[src/hdl/rv_isa_pkg.sv]
// RV32I subset encodings and decoded-instruction type, referenced by the cores and the testbench
package rv_isa_pkg;

    localparam int xlen  = 32;  // data and address width
    localparam int nregs = 32;  // architectural registers incl. x0

    // major opcodes
    localparam logic [6:0] opc_op_imm = 7'b0010011;
    localparam logic [6:0] opc_op     = 7'b0110011;
    localparam logic [6:0] opc_load   = 7'b0000011;
    localparam logic [6:0] opc_store  = 7'b0100011;

    localparam logic [2:0] f3_add  = 3'b000;  // addi / add
    localparam logic [2:0] f3_word = 3'b010;  // lw / sw
    localparam logic [6:0] f7_add  = 7'b0000000;

    localparam logic [xlen-1:0] nop_inst = 32'h0000_0013;  // addi x0, x0, 0

    // raw instruction word split into its fields, R-type layout
    typedef struct packed {
        logic [6:0] funct7;  // imm[11:5] for I and S
        logic [4:0] rs2;     // imm[4:0] for I
        logic [4:0] rs1;
        logic [2:0] funct3;
        logic [4:0] rd;      // imm[4:0] for S
        logic [6:0] opcode;
    } inst_fields_t;

    typedef struct packed {
        logic [4:0]      rd;
        logic [4:0]      rs1;
        logic [4:0]      rs2;
        logic [xlen-1:0] imm;        // sign extended, I or S form
        logic            is_alu_imm;
        logic            is_alu_reg;
        logic            is_load;
        logic            is_store;
        logic            writes_rd;  // never set for x0
    } decoded_t;

endpackage

[src/hdl/lockstep_pkg.sv]
// lockstep harness sizes, per-cycle core trace and divergence classes shared by RTL and testbench
package lockstep_pkg;

    localparam int prog_depth = 16;
    localparam int prog_aw    = 4;   // program word index
    localparam int dmem_depth = 16;
    localparam int dmem_aw    = 4;   // word index taken from address bits 5..2

    // observable state of one core in one cycle
    typedef struct packed {
        logic [rv_isa_pkg::xlen-1:0] if_pc;
        logic [rv_isa_pkg::xlen-1:0] ex_pc;
        logic [rv_isa_pkg::xlen-1:0] ex_inst;
        logic                        wb_valid;  // register file write this cycle
        logic [4:0]                  wb_rd;
        logic [rv_isa_pkg::xlen-1:0] wb_data;
        logic                        st_valid;
        logic [rv_isa_pkg::xlen-1:0] st_addr;
        logic [rv_isa_pkg::xlen-1:0] st_data;
    } core_trace_t;

    // listed in compare priority order after none
    typedef enum logic [2:0] {
        cause_none  = 3'd0,
        cause_pc    = 3'd1,
        cause_inst  = 3'd2,
        cause_wb    = 3'd3,
        cause_store = 3'd4
    } diverge_cause_t;

endpackage

[src/hdl/program_mem.sv]
// shared program image, written by the loader while idle and read by both cores each cycle
`timescale 1ns/1ps

module program_mem (
    input  logic                               clk,
    input  logic                               we,
    input  logic [lockstep_pkg::prog_aw-1:0]   waddr,
    input  logic [rv_isa_pkg::xlen-1:0]        wdata,
    input  logic [lockstep_pkg::prog_aw-1:0]   raddr_a,
    input  logic [lockstep_pkg::prog_aw-1:0]   raddr_b,
    output logic [rv_isa_pkg::xlen-1:0]        rdata_a,
    output logic [rv_isa_pkg::xlen-1:0]        rdata_b
);

    // image is kept across reset
    logic [rv_isa_pkg::xlen-1:0] mem [lockstep_pkg::prog_depth];

    always_ff @(posedge clk) begin
        if (we) begin
            mem[waddr] <= wdata;
        end
    end

    // async reads, one port per core copy
    assign rdata_a = mem[raddr_a];
    assign rdata_b = mem[raddr_b];

endmodule

[config.mk]
export PLATFORM = sky130hd
export DESIGN_NAME = program_mem
export DESIGN_NICKNAME = d
export VERILOG_FILES = /design/src/hdl/rv_isa_pkg.sv /design/src/hdl/lockstep_pkg.sv /design/src/hdl/program_mem.sv
export SDC_FILE = /design/constraint.sdc
export NUM_CORES = 1
export LEC_CHECK = 0
export BUFFER_PORTS_ARGS = -buffer_cell sky130_fd_sc_hd__buf_4
export CORE_ASPECT_RATIO = 0.7
export CORE_MARGIN = 3
export CORE_UTILIZATION = 51
export CTS_CLUSTER_SIZE = 12
export DETAILED_ROUTE_END_ITERATION = 16
export GPL_TIMING_DRIVEN = 0
export PLACE_DENSITY_LB_ADDON = 0.3
export REMOVE_ABC_BUFFERS = 1
export SYNTH_ARGS = -nofsm -noshare
export SYNTH_HDL_FRONTEND = slang
export SYNTH_SLANG_ARGS = --single-unit
[constraint.sdc]
create_clock -name clk -period 4.7 [get_ports clk]
set_input_delay 0.705 -clock clk [delete_from_list [all_inputs] [get_ports clk]]
set_output_delay 0.705 -clock clk [all_outputs]
set_load 0.005 [all_outputs]
==> results.md <==
- Initial antenna violation count: 3
- Synth Area in Simple Gates: 1.73%
- Clock buffer count from CTS: 50
- Most common cell after layout, fill and taps aside: edfxtp_1
- Worst setup path startpoint: raddr_a[0]
- CTS tree: yes
- P per Cell Area: 368 nW/µm²
- Num ports: 110
- WHS: 0.433 ns
- RePlAce Congestion: 0.696
- Mapped Cells: 1077
- Total gr overflow: 0
- Worst relative slew slack: 35.4%
- Crit path max-delay cell type: mux4_2
- H-tree depth: 2
- Die height: 183 µm
- Mux contribution to synthesized area: 25.2%
- Post-Synth XOR/XNOR Area: 0%
- Startpoint Class: input pin
- WP buf/inv: 3
- Buffers on Ports: 109
- Worst hold path type: in -> reg
- Required time worst endpoint: 3.99 ns
- Hold Fails Final Rpt: 0
- DP Wirelength: 31900 µm
- First-pass GRT wire length: 82300 µm
- Clk slew on worst S/H paths: 0.06 ns
- Yosys warning total: 0
- Maximum VDD drop: 0.268 mV
- Synth Cell Area: 22900 µm²
- CP Depth: 6
- Number of global-route vias before repair: 12800
- Resize count post-CTS: 0
- Part of the cycle the worst path needs: 78.8%
- Largest registers: mem: 512 flops
- Largest delay share family, worst path: buffers and inverters
- Largest family of logic cells by synthesized area: multiplexers
- Area Growth Syn to Fin: 15.2%
- End of the critical path: rdata_a[26]
- Die Span X: 259 µm
- Synth Area per Inst: 21.3 µm²
- Slew @ Worst Pin: 0.967 ns
- Clk sinks: 512
- Commonest non-fill, non-tap cells in the layout: 512 x edfxtp_1, 256 x mux4_2, 128 x a22oi_1
- CP Class: in -> out
- Share of post-route cells with drive strength above 1: 40.0%
- FMAX: 0.270 GHz
- Cts hold-fix bufs: 0
- Cell Rows: 64
- Slew Limit Fails: 0
- Slowest stage delay, CP: 0.58 ns
- Max reg flops: 512
- Total Routed Length: 55300 µm
- CP Capture Type: primary output
- Max-cap violations: 0
- Final min period: 3.70 ns
- Adder-cell area share of the yosys netlist: 0%
- Fill count: 3099
- Unique masters post-synth: 16
- Compound-Gate Fraction of Synth Area: 4.19%
- Setup-failing EPs final: 0
- Initial DRC Count: 1225
- Longest Clk Path Bufs: 3
- Final #Nets: 1238
- Via/cell ratio: 6.68
- Total Routing Usage GR: 23.8%
- Total iterations of the first detailed-routing run: 5
- ANT nets after route: 0
- Most flops, register: mem
- Post CTS Setup Buffer Count: 0
- Register area share after synthesis: 67.1%
- Yosys reg bits: 512
- LEAKAGE: 0.00841 µW
- Worst slack, placed: 0.925 ns
- DRC: 0
- DR vias: 12100
- Status: completed
- Clock Tree Root: clkbuf_16
- Die area: 47500 µm²
- Worst Slack Setup Final: 0.997 ns
- Largest net degree at the start of global routing: 77
- Unrepaired setup endpoints after global routing: false
- Core Region: 44000 µm²
- Final design utilization: 59.9%
- Critical path peak fanout: 74
- Starting Density: 52.0%
- Crit path DAT: 3.00 ns
- WL per Instance: 30.6 µm
- CP Cell Sequence: buf_8, buf_16, mux4_2, a22oi_1, nand2_1, buf_4
## per-stage QoR
step                      setup TNS [ns]  cells  cell area [µm²]  total power (µW)
final                                  0   1806            26400              9700
after global routing                   0   1806            26400             10000
after CTS                              0   1805            26400              9770
after detailed placement               0   1734            25000              6140
after global placement           -339.56   1694            24100              6100
after floorplan                        0    991            22500              5650
## worst min-delay path by stage
| stage | start | endpoint | slack (ns) | cells past startpoint |
|---|---|---|---|---|
| after floorplan | wdata[0] | mem[0][0] | 0.80 | 0 |
| after global placement | wdata[20] | mem[10][20] | 1.0 | 1 |
| after detailed placement | wdata[24] | mem[13][24] | 1.01 | 1 |
| after CTS | wdata[5] | mem[10][5] | 0.40 | 1 |
| after global routing | wdata[24] | mem[11][24] | 0.43 | 1 |
| final | wdata[5] | mem[10][5] | 0.43 | 1 |
## logic make-up after synthesis
| kind of cell | count (synthesis) |
|---|---|
| multiplexers | 256 |
| AO/OA/AOI/OAI | 128 |
| AND/OR/NAND/NOR | 95 |
| flip-flops | 512 |
| buffers and inverters | 86 |
## cell type report
type	instances	area, µm²	share of cell area (%)
flip-flops and latches	512	15400	58.3
clock buffers	64	1370	5.18
clock inverters	7	53.8	0.204
well taps	594	743	2.82
repair buffers	149	1570	5.93
multi-input cells	479	7280	27.6
diodes	1	2.50	0.00948
## cell usage after synthesis
master,count,share of area [%]
edfxtp_1,512,67
mux4_2,256,25
a22oi_1,128,4.2
nand2_1,65,1.1
clkbuf_1,39,0.64
buf_4,18,0.59
buf_2,16,0.35
nor2_1,14,0.23
buf_1,13,0.21
nor2b_1,4,0.11
nor3_1,4,0.087
and2_1,2,0.055
nand2b_1,2,0.055
nand3b_1,2,0.066
nand3_1,1,0.022
or3b_2,1,0.038
## power by group
part | switching (µW) | internal [µW] | leakage [µW]
Combinational | 456 | 429 | 0.00309
Sequential | 36.0 | 5120 | 0.00463
Clock | 1590 | 2060 | 0.000692
## layer usage
layer / global-route usage (%) / vias to the layer above / part of all wire (%)
li1: - / 4972 / -
met2: 39.0 / 553 / 50
met5: 0 / - / 0.052
met4: 6.85 / 4 / 2.5
met1: 33.3 / 6437 / 40
met3: 4.39 / 107 / 7.9
Power figures use the tool's default switching activity.
