**config.mk**
```make
export PLATFORM = sky130hd
export DESIGN_NAME = lockstep_compare
export DESIGN_NICKNAME = d
export VERILOG_FILES = /design/src/hdl/rv_isa_pkg.sv /design/src/hdl/lockstep_pkg.sv /design/src/hdl/lockstep_compare.sv
export SDC_FILE = /design/constraint.sdc
export NUM_CORES = 1
export LEC_CHECK = 0
export ABC_AREA = 1
export BUFFER_PORTS_ARGS = -buffer_cell sky130_fd_sc_hd__buf_2
export CAP_MARGIN = 20
export CELL_PAD_IN_SITES_DETAIL_PLACEMENT = 0
export CELL_PAD_IN_SITES_GLOBAL_PLACEMENT = 1
export CORE_AREA = 2 2 157 159
export CTS_CLUSTER_DIAMETER = 60
export DETAILED_ROUTE_END_ITERATION = 12
export DIE_AREA = 0 0 159 161
export HOLD_SLACK_MARGIN = 0.15
export PLACE_DENSITY = 0.69
export SETUP_SLACK_MARGIN = 0.15
export SLEW_MARGIN = 10
export SYNTH_ARGS = -nofsm -noshare
export SYNTH_HDL_FRONTEND = slang
export SYNTH_SLANG_ARGS = --single-unit
```
**constraint.sdc**
```tcl
create_clock -name clk -period 0.8 [get_ports clk]
set_input_delay 0.08 -clock clk [delete_from_list [all_inputs] [get_ports clk]]
set_output_delay 0.08 -clock clk [all_outputs]
set_load 0.05 [all_outputs]
```
**src/hdl/rv_isa_pkg.sv**
```systemverilog
// RV32I subset encodings and decoded-instruction type, referenced by the cores and the testbench
package rv_isa_pkg;

    localparam int xlen  = 32;  // data and address width
    localparam int nregs = 32;  // architectural registers incl. x0

    // major opcodes
    localparam logic [6:0] opc_op_imm = 7'b0010011;
    localparam logic [6:0] opc_op     = 7'b0110011;
    localparam logic [6:0] opc_load   = 7'b0000011;
    localparam logic [6:0] opc_store  = 7'b0100011;

    localparam logic [2:0] f3_add  = 3'b000;  // addi / add
    localparam logic [2:0] f3_word = 3'b010;  // lw / sw
    localparam logic [6:0] f7_add  = 7'b0000000;

    localparam logic [xlen-1:0] nop_inst = 32'h0000_0013;  // addi x0, x0, 0

    // raw instruction word split into its fields, R-type layout
    typedef struct packed {
        logic [6:0] funct7;  // imm[11:5] for I and S
        logic [4:0] rs2;     // imm[4:0] for I
        logic [4:0] rs1;
        logic [2:0] funct3;
        logic [4:0] rd;      // imm[4:0] for S
        logic [6:0] opcode;
    } inst_fields_t;

    typedef struct packed {
        logic [4:0]      rd;
        logic [4:0]      rs1;
        logic [4:0]      rs2;
        logic [xlen-1:0] imm;        // sign extended, I or S form
        logic            is_alu_imm;
        logic            is_alu_reg;
        logic            is_load;
        logic            is_store;
        logic            writes_rd;  // never set for x0
    } decoded_t;

endpackage

```
**src/hdl/lockstep_pkg.sv**
```systemverilog
// lockstep harness sizes, per-cycle core trace and divergence classes shared by RTL and testbench
package lockstep_pkg;

    localparam int prog_depth = 16;
    localparam int prog_aw    = 4;   // program word index
    localparam int dmem_depth = 16;
    localparam int dmem_aw    = 4;   // word index taken from address bits 5..2

    // observable state of one core in one cycle
    typedef struct packed {
        logic [rv_isa_pkg::xlen-1:0] if_pc;
        logic [rv_isa_pkg::xlen-1:0] ex_pc;
        logic [rv_isa_pkg::xlen-1:0] ex_inst;
        logic                        wb_valid;  // register file write this cycle
        logic [4:0]                  wb_rd;
        logic [rv_isa_pkg::xlen-1:0] wb_data;
        logic                        st_valid;
        logic [rv_isa_pkg::xlen-1:0] st_addr;
        logic [rv_isa_pkg::xlen-1:0] st_data;
    } core_trace_t;

    // listed in compare priority order after none
    typedef enum logic [2:0] {
        cause_none  = 3'd0,
        cause_pc    = 3'd1,
        cause_inst  = 3'd2,
        cause_wb    = 3'd3,
        cause_store = 3'd4
    } diverge_cause_t;

endpackage

```
**src/hdl/lockstep_compare.sv**
```systemverilog
// cycle-by-cycle comparison of two core traces, latches the first divergence and its class
`timescale 1ns/1ps

module lockstep_compare (
    input  logic                          clk,
    input  logic                          arst_n,
    input  lockstep_pkg::core_trace_t     trace_a,
    input  lockstep_pkg::core_trace_t     trace_b,
    output logic                          diverge,
    output lockstep_pkg::diverge_cause_t  diverge_cause
);

    logic pc_diff;
    logic inst_diff;
    logic wb_diff;
    logic st_diff;
    lockstep_pkg::diverge_cause_t cause_now;

    assign pc_diff   = (trace_a.if_pc != trace_b.if_pc) || (trace_a.ex_pc != trace_b.ex_pc);
    assign inst_diff = trace_a.ex_inst != trace_b.ex_inst;

    // payload only counts when the write happens
    assign wb_diff = (trace_a.wb_valid != trace_b.wb_valid) ||
                     (trace_a.wb_valid && ((trace_a.wb_rd != trace_b.wb_rd) ||
                                           (trace_a.wb_data != trace_b.wb_data)));
    assign st_diff = (trace_a.st_valid != trace_b.st_valid) ||
                     (trace_a.st_valid && ((trace_a.st_addr != trace_b.st_addr) ||
                                           (trace_a.st_data != trace_b.st_data)));

    // pc > inst > wb > store
    always_comb begin
        if (pc_diff) begin
            cause_now = lockstep_pkg::cause_pc;
        end else if (inst_diff) begin
            cause_now = lockstep_pkg::cause_inst;
        end else if (wb_diff) begin
            cause_now = lockstep_pkg::cause_wb;
        end else if (st_diff) begin
            cause_now = lockstep_pkg::cause_store;
        end else begin
            cause_now = lockstep_pkg::cause_none;
        end
    end

    // sticky, only the first mismatch is recorded
    always_ff @(posedge clk or negedge arst_n) begin
        if (!arst_n) begin
            diverge       <= 1'b0;
            diverge_cause <= lockstep_pkg::cause_none;
        end else if (!diverge && cause_now != lockstep_pkg::cause_none) begin
            diverge       <= 1'b1;
            diverge_cause <= cause_now;
        end
    end

endmodule

```
==> results.toml <==
[timing]
finalHoldViolCount = 0
maxSlewViolCount = 0
rsz0062_at_grt = "yes"
fin_crit_ns = 1.29
relSlewSlack = 0.820
finalCritPeriodShare = 1.61
timing.final.ws_setup_ns = -0.491
skew_ns = 0.0000681
worst_pin_slew_ns = 0.270
max_freq_ghz = 0.775
finalSetupViolCount = 8

[layout]
drive_gt1_frac = 0.389
layout_common_cells = "384 x buf_2, 285 x nand2_1, 191 x inv_1"
final_cells = 1536
synthToLayoutAreaGrowth_pct = 82.5
diodes = 0
nets = 1614
final_common_cell = "buf_2"

[setup_path]
r2r-start = "diverge"
cp.required_ns = 0.91
crit_path_end_kind = "flip-flop"
startpoint = "trace_a[178]"
path_cells = "buf_2 -> nor2_1 -> nor2_1 -> nor2_1 -> nand2_1 -> nor2_1 -> nand2_1 -> nor2_2 -> nand2_2 -> nor2_4 -> nand2_2 -> nand3_2 -> nand2_4 -> nand2_1 -> nand2_1"
slowest_delay_ns = 0.14
rrSetupSlack_ns = -0.05
start_kind = "primary input"
cp.arrival_ns = 1.40
crit_type = "primary input to flip-flop"
rr_worst_depth = 4
critPathMaxFanout = 4
crit_path_top_delay_cell = "nor2_4"

[synthesis]
synth_area_leaders = "nand2_1 31%, inv_1 20%, nor2_1 16%"
yosysSeqAreaShare = 0.0283
synth-compound-area-share = 0.0473
synth_area_per_cell_um2 = 4.52
synth_cells = 783
yosys.area_share.simple = 0.537
synthAdderAreaFrac = 0
yosysTopAreaCellShare = 0.307
synth.largest_area_cell = "nand2_1"
synthMuxAreaShare = 0
synth_xor_area_frac = 0.183
ys_warn_count = 0
synth_cell_types = 20
synth_top_family_by_area = "simple AND/OR/NAND/NOR gates"
netlist_area_um2 = 3540
syn_nets = 1183
ys_seq_elements = 4

[floorplanning]
core_um2 = 24000
io_pins = 404
dieArea_um2 = 25600
die_y_um = 161
initial_utilization = 0.148
die_x_um = 159
rows = 57

[global_route]
grtUsageTotal = 0.114
grt_pass1_wl_um = 23700
grt_max_degree = 6
overflow = 0
first_global_vias = 5307
grt_antenna_before_repair = 0

[clock_network]
numClockSinks = 4
path_clk_slew_ns = 0.03
htreeDepth = 1
root_buffer = "clkbuf_16"
cts_buffers = 3
clockBufferDepth = 2
clk_latency_ns = 0.22
cts_tree = "yes"

[placed_design]
portBuffers = 403
dp_cells = 1527
hpwl_um = 14900
place.gp.congestion = 0.830

[hold_path]
hold_path_class = "primary input to async pin"

[routing]
post_drt_wl_per_cell_um = 10.4
vias_per_cell = 3.64
antenna_left = 0
drt_iter0_drc = 163
vias = 5586
wirelength_um = 15900
firstDrtPassIters = 5
drc = 0

[job]
cap_violations = 0

[power]
power_uw = 3560
p_leak_uw = 0.00420
ir_worst_vdd_mv = 0.240
p_per_area_nw_per_um2 = 551

[outcome]
status = "finished, violations left"
violations = "setup timing"
==> stage by stage <==
stage | area (um^2) | utilization | setup TNS (ns) | hold WS [ns] | setup slack, ns
after CTS | 6310 | 0.263 | -2.23 | 0.233 | -0.493
after global placement | 6100 | 0.254 | -3.55 | -0.112 | -0.912
after detailed placement | 6100 | 0.254 | -3.54 | -0.109 | -0.912
after floorplan | 3550 | - | -1.31 | -0.216 | -0.333
final | 6460 | 0.270 | -2.19 | 0.213 | -0.491
after global routing | 6460 | 0.270 | -2.89 | 0.234 | -0.661
==> report_power, final <==
group	internal (uW)	total (uW)	leakage [uW]	switching, uW
sequential	204	204	0.0000453	0
clock	638	778	0.0000370	140
combinational	1410	2580	0.00412	1170
==> logic make-up (layout without fill, tap and decap cells) <==
kind of cell           Yosys count  count (layout)
AND/OR/NAND/NOR                481             481
buffers and inverters          193             622
XOR/XNOR                        74              74
AO/OA/AOI/OAI                   31              31
flip-flops                       4               4
==> path summary, 6_finish.rpt <==
check / endpoint
worst max-delay path: diverge_cause[2]
worst min-delay path: diverge_cause[0]
worst max register to register: diverge_cause[2]
worst min register to register: diverge
max in group asynchronous: diverge_cause[2]
min in group clk: diverge
==> flip-flops by register name, indices dropped and copies added, names as in the netlist <==
signal and count:
diverge_cause 3, diverge 1
==> critical path: cells and delay by family <==
| kind | cells | cell delay [ns] |
|---|---|---|
| buf+inv | 1 | 0.12 |
| simple gates | 14 | 1.19 |
==> cell type report <==
type	instances	area (um^2)
clock buffer	3	75.1
fill	2810	17500
inverter	193	724
multi-input combinational	586	2830
sequential	4	105
tap	324	405
timing repair buffer	426	2320
==> per-layer routing <==
metal  wire length (um)  up-vias  track usage
met2               8560      237        0.238
li1                   -     3098            -
met4                229        0       0.0240
met1               5990     2234        0.118
met5                  0        -            0
met3               1130       17       0.0157
==> cell usage after synthesis <==
cell type and instances:
nand2_2 1, o22ai_1 7, nor2_1 149, inv_2 2, nor2_2 1, o21ai_0 17
xnor2_1 43, dfrtp_1 4, nand3_2 1, a21oi_1 2, nor3_1 2, or2_2 6
nand2_1 290, inv_1 191, o21ai_1 4, nand4_1 8, xor2_1 31, nand3_1 16
a21oi_2 1, nand3b_1 7
==> what timing repair did <==
item / 4_1_cts / 5_1_grt
endpoints found under the setup margin: 8 / 8
hold buffers: 1 / 0
setup buffers: 3 / 2
hold endpoints to repair: 4 / 0
resized for setup: 26 / 31
pin swaps: 18 / 40
No activity file was read; power rests on OpenSTA's default activity.
