--- src/hdl/rv_isa_pkg.sv ---
// RV32I subset encodings and decoded-instruction type, referenced by the cores and the testbench
package rv_isa_pkg;

    localparam int xlen  = 32;  // data and address width
    localparam int nregs = 32;  // architectural registers incl. x0

    // major opcodes
    localparam logic [6:0] opc_op_imm = 7'b0010011;
    localparam logic [6:0] opc_op     = 7'b0110011;
    localparam logic [6:0] opc_load   = 7'b0000011;
    localparam logic [6:0] opc_store  = 7'b0100011;

    localparam logic [2:0] f3_add  = 3'b000;  // addi / add
    localparam logic [2:0] f3_word = 3'b010;  // lw / sw
    localparam logic [6:0] f7_add  = 7'b0000000;

    localparam logic [xlen-1:0] nop_inst = 32'h0000_0013;  // addi x0, x0, 0

    // raw instruction word split into its fields, R-type layout
    typedef struct packed {
        logic [6:0] funct7;  // imm[11:5] for I and S
        logic [4:0] rs2;     // imm[4:0] for I
        logic [4:0] rs1;
        logic [2:0] funct3;
        logic [4:0] rd;      // imm[4:0] for S
        logic [6:0] opcode;
    } inst_fields_t;

    typedef struct packed {
        logic [4:0]      rd;
        logic [4:0]      rs1;
        logic [4:0]      rs2;
        logic [xlen-1:0] imm;        // sign extended, I or S form
        logic            is_alu_imm;
        logic            is_alu_reg;
        logic            is_load;
        logic            is_store;
        logic            writes_rd;  // never set for x0
    } decoded_t;

endpackage

--- src/hdl/lockstep_pkg.sv ---
// lockstep harness sizes, per-cycle core trace and divergence classes shared by RTL and testbench
package lockstep_pkg;

    localparam int prog_depth = 16;
    localparam int prog_aw    = 4;   // program word index
    localparam int dmem_depth = 16;
    localparam int dmem_aw    = 4;   // word index taken from address bits 5..2

    // observable state of one core in one cycle
    typedef struct packed {
        logic [rv_isa_pkg::xlen-1:0] if_pc;
        logic [rv_isa_pkg::xlen-1:0] ex_pc;
        logic [rv_isa_pkg::xlen-1:0] ex_inst;
        logic                        wb_valid;  // register file write this cycle
        logic [4:0]                  wb_rd;
        logic [rv_isa_pkg::xlen-1:0] wb_data;
        logic                        st_valid;
        logic [rv_isa_pkg::xlen-1:0] st_addr;
        logic [rv_isa_pkg::xlen-1:0] st_data;
    } core_trace_t;

    // listed in compare priority order after none
    typedef enum logic [2:0] {
        cause_none  = 3'd0,
        cause_pc    = 3'd1,
        cause_inst  = 3'd2,
        cause_wb    = 3'd3,
        cause_store = 3'd4
    } diverge_cause_t;

endpackage

--- src/hdl/rv_core.sv ---
// three-stage RV32I subset core (addi/add/lw/sw) with local data memory, instantiated twice in lockstep
`timescale 1ns/1ps

module rv_core (
    input  logic                               clk,
    input  logic                               arst_n,
    input  logic                               run,
    input  logic [rv_isa_pkg::xlen-1:0]        fetch_inst,
    input  logic                               inject_err,
    input  logic [4:0]                         inject_reg,
    output logic [lockstep_pkg::prog_aw-1:0]   fetch_addr,
    output logic                               halted,
    output lockstep_pkg::core_trace_t          trace
);

    logic [lockstep_pkg::prog_aw:0]     pc_q;  // msb set once word 15 is fetched
    logic                               fetch_done;
    logic [rv_isa_pkg::xlen-1:0]        if_pc;

    logic                               ex_valid_q;
    logic [rv_isa_pkg::xlen-1:0]        ex_inst_q;
    logic [rv_isa_pkg::xlen-1:0]        ex_pc_q;
    rv_isa_pkg::inst_fields_t           ex_fields;
    rv_isa_pkg::decoded_t               ex_dec;
    logic [rv_isa_pkg::xlen-1:0]        rs1_val;
    logic [rv_isa_pkg::xlen-1:0]        rs2_val;
    logic [rv_isa_pkg::xlen-1:0]        alu_out;

    rv_isa_pkg::decoded_t               wb_dec_q;
    logic [rv_isa_pkg::xlen-1:0]        wb_alu_q;      // result or memory address
    logic [rv_isa_pkg::xlen-1:0]        wb_st_data_q;
    logic [rv_isa_pkg::xlen-1:0]        wb_load_data;
    logic [rv_isa_pkg::xlen-1:0]        wb_data;
    logic                               wb_we;
    logic                               wb_st;
    logic [lockstep_pkg::dmem_aw-1:0]   dmem_idx;

    logic [rv_isa_pkg::xlen-1:0] rf   [rv_isa_pkg::nregs];
    logic [rv_isa_pkg::xlen-1:0] dmem [lockstep_pkg::dmem_depth];

    assign fetch_done = pc_q[lockstep_pkg::prog_aw];
    assign fetch_addr = pc_q[lockstep_pkg::prog_aw-1:0];
    assign if_pc      = {{(rv_isa_pkg::xlen - lockstep_pkg::prog_aw - 2){1'b0}},
                         fetch_addr, 2'b00};

    // fetch, one word per cycle while run is high
    always_ff @(posedge clk or negedge arst_n) begin
        if (!arst_n) begin
            pc_q       <= '0;
            ex_valid_q <= 1'b0;
            ex_inst_q  <= rv_isa_pkg::nop_inst;
            ex_pc_q    <= '0;
        end else if (run && !fetch_done) begin
            pc_q       <= pc_q + 1'b1;
            ex_valid_q <= 1'b1;
            ex_inst_q  <= fetch_inst;
            ex_pc_q    <= if_pc;
        end else begin
            ex_valid_q <= 1'b0;  // bubble
            ex_inst_q  <= rv_isa_pkg::nop_inst;
        end
    end

    // set when word 15 has left execute, i.e. it is in writeback now
    always_ff @(posedge clk or negedge arst_n) begin
        if (!arst_n) begin
            halted <= 1'b0;
        end else if (fetch_done && !ex_valid_q) begin
            halted <= 1'b1;
        end
    end

    // decode, anything unrecognised leaves all flags clear and acts as nop
    always_comb begin
        ex_fields      = ex_inst_q;
        ex_dec         = '0;
        ex_dec.rd      = ex_fields.rd;
        ex_dec.rs1     = ex_fields.rs1;
        ex_dec.rs2     = ex_fields.rs2;
        ex_dec.is_alu_imm = (ex_fields.opcode == rv_isa_pkg::opc_op_imm) &&
                            (ex_fields.funct3 == rv_isa_pkg::f3_add);
        ex_dec.is_alu_reg = (ex_fields.opcode == rv_isa_pkg::opc_op) &&
                            (ex_fields.funct3 == rv_isa_pkg::f3_add) &&
                            (ex_fields.funct7 == rv_isa_pkg::f7_add);
        ex_dec.is_load    = (ex_fields.opcode == rv_isa_pkg::opc_load) &&
                            (ex_fields.funct3 == rv_isa_pkg::f3_word);
        ex_dec.is_store   = (ex_fields.opcode == rv_isa_pkg::opc_store) &&
                            (ex_fields.funct3 == rv_isa_pkg::f3_word);
        if (ex_dec.is_store) begin
            ex_dec.imm = {{(rv_isa_pkg::xlen - 12){ex_fields.funct7[6]}},
                          ex_fields.funct7, ex_fields.rd};
        end else begin
            ex_dec.imm = {{(rv_isa_pkg::xlen - 12){ex_fields.funct7[6]}},
                          ex_fields.funct7, ex_fields.rs2};
        end
        ex_dec.writes_rd = (ex_dec.is_alu_imm || ex_dec.is_alu_reg || ex_dec.is_load) &&
                           (ex_fields.rd != 5'd0);
    end

    // forwarding from writeback, wb_we is never set for x0
    assign rs1_val = (wb_we && wb_dec_q.rd == ex_dec.rs1) ? wb_data : rf[ex_dec.rs1];
    assign rs2_val = (wb_we && wb_dec_q.rd == ex_dec.rs2) ? wb_data : rf[ex_dec.rs2];

    // add for all four ops, rs2 only on add
    assign alu_out = rs1_val + (ex_dec.is_alu_reg ? rs2_val : ex_dec.imm);

    always_ff @(posedge clk or negedge arst_n) begin
        if (!arst_n) begin
            wb_dec_q <= '0;
        end else begin
            wb_dec_q <= ex_dec;
        end
    end

    always_ff @(posedge clk) begin
        wb_alu_q     <= alu_out;
        wb_st_data_q <= rs2_val;
    end

    // memory / writeback
    assign wb_we        = wb_dec_q.writes_rd;
    assign wb_st        = wb_dec_q.is_store;
    assign dmem_idx     = wb_alu_q[lockstep_pkg::dmem_aw+1:2];
    assign wb_load_data = dmem[dmem_idx];  // comb read, no stall on load use
    assign wb_data      = wb_dec_q.is_load ? wb_load_data : wb_alu_q;

    always_ff @(posedge clk or negedge arst_n) begin
        if (!arst_n) begin
            for (int i = 0; i < lockstep_pkg::dmem_depth; i++) begin
                dmem[i] <= '0;
            end
        end else if (wb_st) begin
            dmem[dmem_idx] <= wb_st_data_q;
        end
    end

    always_ff @(posedge clk or negedge arst_n) begin
        if (!arst_n) begin
            for (int i = 0; i < rv_isa_pkg::nregs; i++) begin
                rf[i] <= '0;
            end
        end else begin
            if (wb_we) begin
                rf[wb_dec_q.rd] <= wb_data;
            end
            // self-test fault, x0 stays hardwired
            if (inject_err && inject_reg != 5'd0) begin
                rf[inject_reg] <= rf[inject_reg] ^ {{(rv_isa_pkg::xlen - 1){1'b0}}, 1'b1};
            end
        end
    end

    always_comb begin
        trace          = '0;
        trace.if_pc    = if_pc;
        trace.ex_pc    = ex_pc_q;
        trace.ex_inst  = ex_inst_q;
        trace.wb_valid = wb_we;
        trace.wb_rd    = wb_dec_q.rd;
        trace.wb_data  = wb_data;
        trace.st_valid = wb_st;
        trace.st_addr  = wb_alu_q;
        trace.st_data  = wb_st_data_q;
    end

endmodule

--- config.mk ---
export PLATFORM = sky130hd
export DESIGN_NAME = rv_core
export DESIGN_NICKNAME = d
export VERILOG_FILES = /design/src/hdl/rv_isa_pkg.sv /design/src/hdl/lockstep_pkg.sv /design/src/hdl/rv_core.sv
export SDC_FILE = /design/constraint.sdc
export NUM_CORES = 2
export LEC_CHECK = 0
export BUFFER_PORTS_ARGS = -buffer_cell sky130_fd_sc_hd__clkbuf_2
export CAP_MARGIN = 20
export CORE_ASPECT_RATIO = 1.75
export CORE_MARGIN = 2
export CORE_UTILIZATION = 55
export CTS_CLUSTER_DIAMETER = 120
export DETAILED_ROUTE_END_ITERATION = 8
export PLACE_DENSITY = 0.73
export REMOVE_ABC_BUFFERS = 1
export SLEW_MARGIN = 10
export SYNTH_ARGS = -nofsm -noshare
export SYNTH_HDL_FRONTEND = slang
export SYNTH_SLANG_ARGS = --single-unit
--- constraint.sdc ---
create_clock -name clk -period 7.1 [get_ports clk]
set_clock_uncertainty 0.05 [all_clocks]
set_input_delay 0 -clock clk [delete_from_list [all_inputs] [get_ports clk]]
set_output_delay 0 -clock clk [all_outputs]
set_load 0.01 [all_outputs]
==> flow_summary.html <==
<table>
<tr><th>Metric</th><th>Value</th></tr>
<tr><th colspan="2">Cells and area</th></tr>
<tr><td>Synthesis-to-finish area growth</td><td>8.83%</td></tr>
<tr><td>Most frequent cells in the layout</td><td>sky130_fd_sc_hd__dfrtp_1, sky130_fd_sc_hd__mux4_2, sky130_fd_sc_hd__nand2_1, sky130_fd_sc_hd__o211ai_1, sky130_fd_sc_hd__o21ai_1</td></tr>
<tr><td>Most common cell after layout, fill and taps aside</td><td>sky130_fd_sc_hd__dfrtp_1</td></tr>
<tr><td>Number of nets at the end of the flow</td><td>7917</td></tr>
<tr><td>Fraction of final layout cells sized beyond drive strength 1</td><td>31.7%</td></tr>
<tr><th colspan="2">STA</th></tr>
<tr><td>Total of endpoints with negative setup slack in the final report</td><td>0</td></tr>
<tr><td>Period Utilization, post-route</td><td>94.9%</td></tr>
<tr><td>Max-slew violation total from the final report</td><td>0</td></tr>
<tr><td>Unrepaired setup endpoints after global routing</td><td>false</td></tr>
<tr><td>Final total negative setup slack</td><td>0 ps</td></tr>
<tr><td>Transition time at the pin with the least slew margin</td><td>1320 ps</td></tr>
<tr><td>Final Hold Fails</td><td>0</td></tr>
<tr><td>Highest clock rate</td><td>approximately 0.15 GHz</td></tr>
<tr><td>Worst-case headroom to the max-slew limit</td><td>between 10% and 20%</td></tr>
<tr><td>Final critical-path required period</td><td>6740 ps</td></tr>
<tr><th colspan="2">Die</th></tr>
<tr><td>Area of the die</td><td>183000 um^2</td></tr>
<tr><td>Floorplan die height</td><td>565 um</td></tr>
<tr><td>Ports placed on the boundary</td><td>245</td></tr>
<tr><td>Die X-Extent</td><td>325 um</td></tr>
<tr><td>Placement Rows</td><td>206</td></tr>
<tr><td>Placeable core area</td><td>179000 um^2</td></tr>
<tr><td>Starting Density</td><td>55.2%</td></tr>
<tr><th colspan="2">Synthesis</th></tr>
<tr><td>Cell count after synthesis</td><td>8164</td></tr>
<tr><td>Post-synth ARST share</td><td>96.1%</td></tr>
<tr><td>Number of enable-type register cells in the synthesized netlist</td><td>0</td></tr>
<tr><td>Avg Cell Area, Syn</td><td>12.1 um^2</td></tr>
<tr><td>Total of warnings raised by yosys</td><td>0</td></tr>
<tr><td>Area of the mapped netlist</td><td>99000 um^2</td></tr>
<tr><td>Post-synthesis sequential area ratio</td><td>around two fifths</td></tr>
<tr><td>Dominant register cell in the synthesized netlist</td><td>sky130_fd_sc_hd__dfrtp_1</td></tr>
<tr><td>Register bit count reported by yosys</td><td>1651</td></tr>
<tr><td>Number of distinct library cells after synthesis</td><td>65</td></tr>
<tr><th colspan="2">Clock tree</th></tr>
<tr><td>Count of H-tree levels built during CTS</td><td>4</td></tr>
<tr><td>Clock tree root buffer cell</td><td>sky130_fd_sc_hd__clkbuf_16</td></tr>
<tr><td>Clock transition at the registers of the reported paths</td><td>around 70 ps</td></tr>
<tr><td>TritonCTS Buffers</td><td>about 160</td></tr>
<tr><td>Post_cts resized</td><td>0</td></tr>
<tr><td>Number of clock sinks</td><td>1651</td></tr>
<tr><td>Latest clock arrival within the worst-skew pair</td><td>830 ps</td></tr>
<tr><td>CTS Buffer Depth</td><td>4</td></tr>
<tr><td>Clock tree from TritonCTS</td><td>done</td></tr>
<tr><th colspan="2">Power and ir drop</th></tr>
<tr><td>Power density cells</td><td>319 nW/um^2</td></tr>
<tr><td>Final Power</td><td>34.3 mW</td></tr>
<tr><td>Reported leakage power</td><td>42.5 nW</td></tr>
<tr><td>Max VDD drop</td><td>~0.35 mV</td></tr>
<tr><th colspan="2">Min path</th></tr>
<tr><td>Path class of the lowest-slack min-delay path</td><td>in -&gt; reg</td></tr>
<tr><td>Hold Path Cell Cnt</td><td>3</td></tr>
<tr><th colspan="2">Worst setup path</th></tr>
<tr><td>Arrival time worst endpoint</td><td>7390 ps</td></tr>
<tr><td>CP Data Required Time</td><td>7750 ps</td></tr>
<tr><td>R2r worst-path depth</td><td>17</td></tr>
<tr><td>Worst setup path category</td><td>reg -&gt; reg</td></tr>
<tr><td>CP Capture Type</td><td>flop</td></tr>
<tr><td>Worst-path maximum fanout</td><td>27</td></tr>
<tr><td>Element type at the critical path start</td><td>flop</td></tr>
<tr><th colspan="2">Route</th></tr>
<tr><td>Highest layer used for signal routing</td><td>met5</td></tr>
<tr><td>Met1 WL</td><td>112000 um</td></tr>
<tr><td>Met2 routed wirelength</td><td>163000 um</td></tr>
<tr><td>Vias after detailed routing</td><td>80000</td></tr>
<tr><td>Detail Route Antenna Nets</td><td>0</td></tr>
<tr><td>Number of design rule violations left after detail routing</td><td>1</td></tr>
<tr><td>1st-iter DRT viols</td><td>about 13000</td></tr>
<tr><td>Average wire per cell in the routed design</td><td>35.5 um</td></tr>
<tr><td>Via count normalized by instance count</td><td>7.72</td></tr>
<tr><td>Routed wire length on met3</td><td>54600 um</td></tr>
<tr><td>Number of optimization iterations in the first detailed-route pass</td><td>9</td></tr>
<tr><td>Drt total wl</td><td>368000 um</td></tr>
<tr><th colspan="2">Place</th></tr>
<tr><td>Port Buffer Count</td><td>188</td></tr>
<tr><td>Placed wire-length estimate</td><td>211000 um</td></tr>
<tr><td>Routability-driven placement congestion ratio</td><td>between 0.9 and 1</td></tr>
<tr><th colspan="2">Global routing</th></tr>
<tr><td>Wire length of the first global-routing pass</td><td>between 500000 and 600000 um</td></tr>
<tr><td>Via count of the first global-routing pass</td><td>80000</td></tr>
<tr><td>Largest net degree at the start of global routing</td><td>186</td></tr>
<tr><td>Gr ovfl total</td><td>0</td></tr>
<tr><td>Overall Global Routing Usage</td><td>about two fifths</td></tr>
<tr><td>Initial antenna violation count</td><td>14</td></tr>
<tr><th colspan="2">Run status</th></tr>
<tr><td>Violations in the final reports</td><td>design-rule violations</td></tr>
<tr><td>Outcome</td><td>complete, but fails checks</td></tr>
<tr><th colspan="2">Job</th></tr>
<tr><td>Total of max-cap violations</td><td>0</td></tr>
</table>
## layout make-up
type	instances	area (um^2)
clock inverter	76	942
tap	2392	2990
antenna	8	20.0
sequential	1651	41100
multi-input combinational	5446	53800
inverter	47	176
fill	13600	71700
clock buffer	200	4360
timing repair buffer	540	4370
## final timing paths
| path | start | endpoint | slack [ps] |
|---|---|---|---|
| max in group asynchronous | arst_n | dmem[146] | 5110 |
| max | ex_fields[21] | wb_alu_q[29] | 360 |
| max reg2reg | ex_fields[21] | wb_alu_q[29] | 360 |
| min in group asynchronous | arst_n | rf[852] | 380 |
| min reg2reg | halted | halted | 420 |
| min | fetch_inst[21] | ex_fields[21] | 70 |
## registers in the layout, summed over array words and instances (netlist names), 4 cells and up
| register | count |
|---|---|
| wb_st_data_q | 32 |
| dmem | 512 |
| trace | 5 |
| ex_pc_q | 4 |
| rf | 1024 |
| pc_q | 5 |
| wb_alu_q | 32 |
| ex_fields | 32 |
## report_power, final
group | internal [mW] | leakage (nW) | switching, mW
registers | 11.0 | 22.3 | 2.41
clock network | 5.06 | 2.60 | 3.94
logic | 5.53 | 17.6 | 6.37
total | 21.6 | 42.5 | 12.7
## timing repair
item                                   CTS  global route
hold buffers                            99             0
endpoints found under the hold margin  451             0
setup buffers                            0             0
## cell usage after synthesis (11+ instances only)
cell type	n	area, um^2
sky130_fd_sc_hd__a21o_1	39	293
sky130_fd_sc_hd__xor2_1	19	166
sky130_fd_sc_hd__nand2_1	1081	4060
sky130_fd_sc_hd__buf_6	26	293
sky130_fd_sc_hd__dfxtp_1	64	1280
sky130_fd_sc_hd__a21oi_1	83	415
sky130_fd_sc_hd__xnor2_1	20	175
sky130_fd_sc_hd__o21ai_0	230	1150
sky130_fd_sc_hd__mux2_2	551	6200
sky130_fd_sc_hd__o21ai_1	811	4060
sky130_fd_sc_hd__clkbuf_2	18	90.1
sky130_fd_sc_hd__o211ai_1	963	7230
sky130_fd_sc_hd__nand3b_1	11	82.6
sky130_fd_sc_hd__nor2b_1	63	394
sky130_fd_sc_hd__buf_4	163	1220
sky130_fd_sc_hd__mux2i_1	64	641
sky130_fd_sc_hd__nand3_1	14	70.1
sky130_fd_sc_hd__buf_2	189	946
sky130_fd_sc_hd__mux2i_4	30	676
sky130_fd_sc_hd__dfrtp_1	1584	39600
sky130_fd_sc_hd__buf_1	67	251
sky130_fd_sc_hd__a211oi_1	61	458
sky130_fd_sc_hd__nor2_1	69	259
sky130_fd_sc_hd__clkbuf_1	612	2300
sky130_fd_sc_hd__mux4_2	1109	25000
sky130_fd_sc_hd__nor3_1	15	75.1
sky130_fd_sc_hd__and2_1	29	181
sky130_fd_sc_hd__ha_1	32	400
sky130_fd_sc_hd__inv_1	46	173
## per-layer routing
metal,vias to the layer above,global-route usage [%]
li1,30500,-
met1,39800,45.5
met2,7345,59.6
met3,2245,14.5
met4,10,33.5
met5,-,0
## worst max-delay path, cell delays in order, from the launching register on
cell and delay (ps):
sky130_fd_sc_hd__dfrtp_4 790, sky130_fd_sc_hd__buf_4 370, sky130_fd_sc_hd__mux4_2 340, sky130_fd_sc_hd__mux4_2 480, sky130_fd_sc_hd__nor2b_1 140, sky130_fd_sc_hd__a211oi_1 960
sky130_fd_sc_hd__a21oi_1 160, sky130_fd_sc_hd__a21o_1 240, sky130_fd_sc_hd__ha_1 480, sky130_fd_sc_hd__and4_1 310, sky130_fd_sc_hd__nand4_1 120, sky130_fd_sc_hd__nor3_1 100
sky130_fd_sc_hd__buf_4 170, sky130_fd_sc_hd__o31ai_1 970, sky130_fd_sc_hd__o311ai_0 270, sky130_fd_sc_hd__a21oi_1 290, sky130_fd_sc_hd__o21ai_0 130, sky130_fd_sc_hd__xor2_1 160
## through the flow
stage	hold WS [ps]	instance area, um^2	util (%)	cells	setup WS, ps
after floorplan	-346	94100	-	7144	-6730
after global placement	-47.2	101000	56.5	9971	552
after detailed placement	-44.3	101000	56.5	9975	681
after CTS	1.42	108000	60.0	10400	638
after global routing	98.8	108000	60.0	10400	407
final	72.3	108000	60.0	10400	360
## logic make-up after synthesis
kind of cell	after synthesis	share of synthesized area [%]
xor+xnor	39	0.345
buf+inv	1122	5.33
mux	1755	32.8
compound gates	2230	14.1
simple gates	1333	5.52
flops	1651	41.4
fa+ha+maj	33	0.425
other cells	1	0.00379
Power figures use the tool's default switching activity.
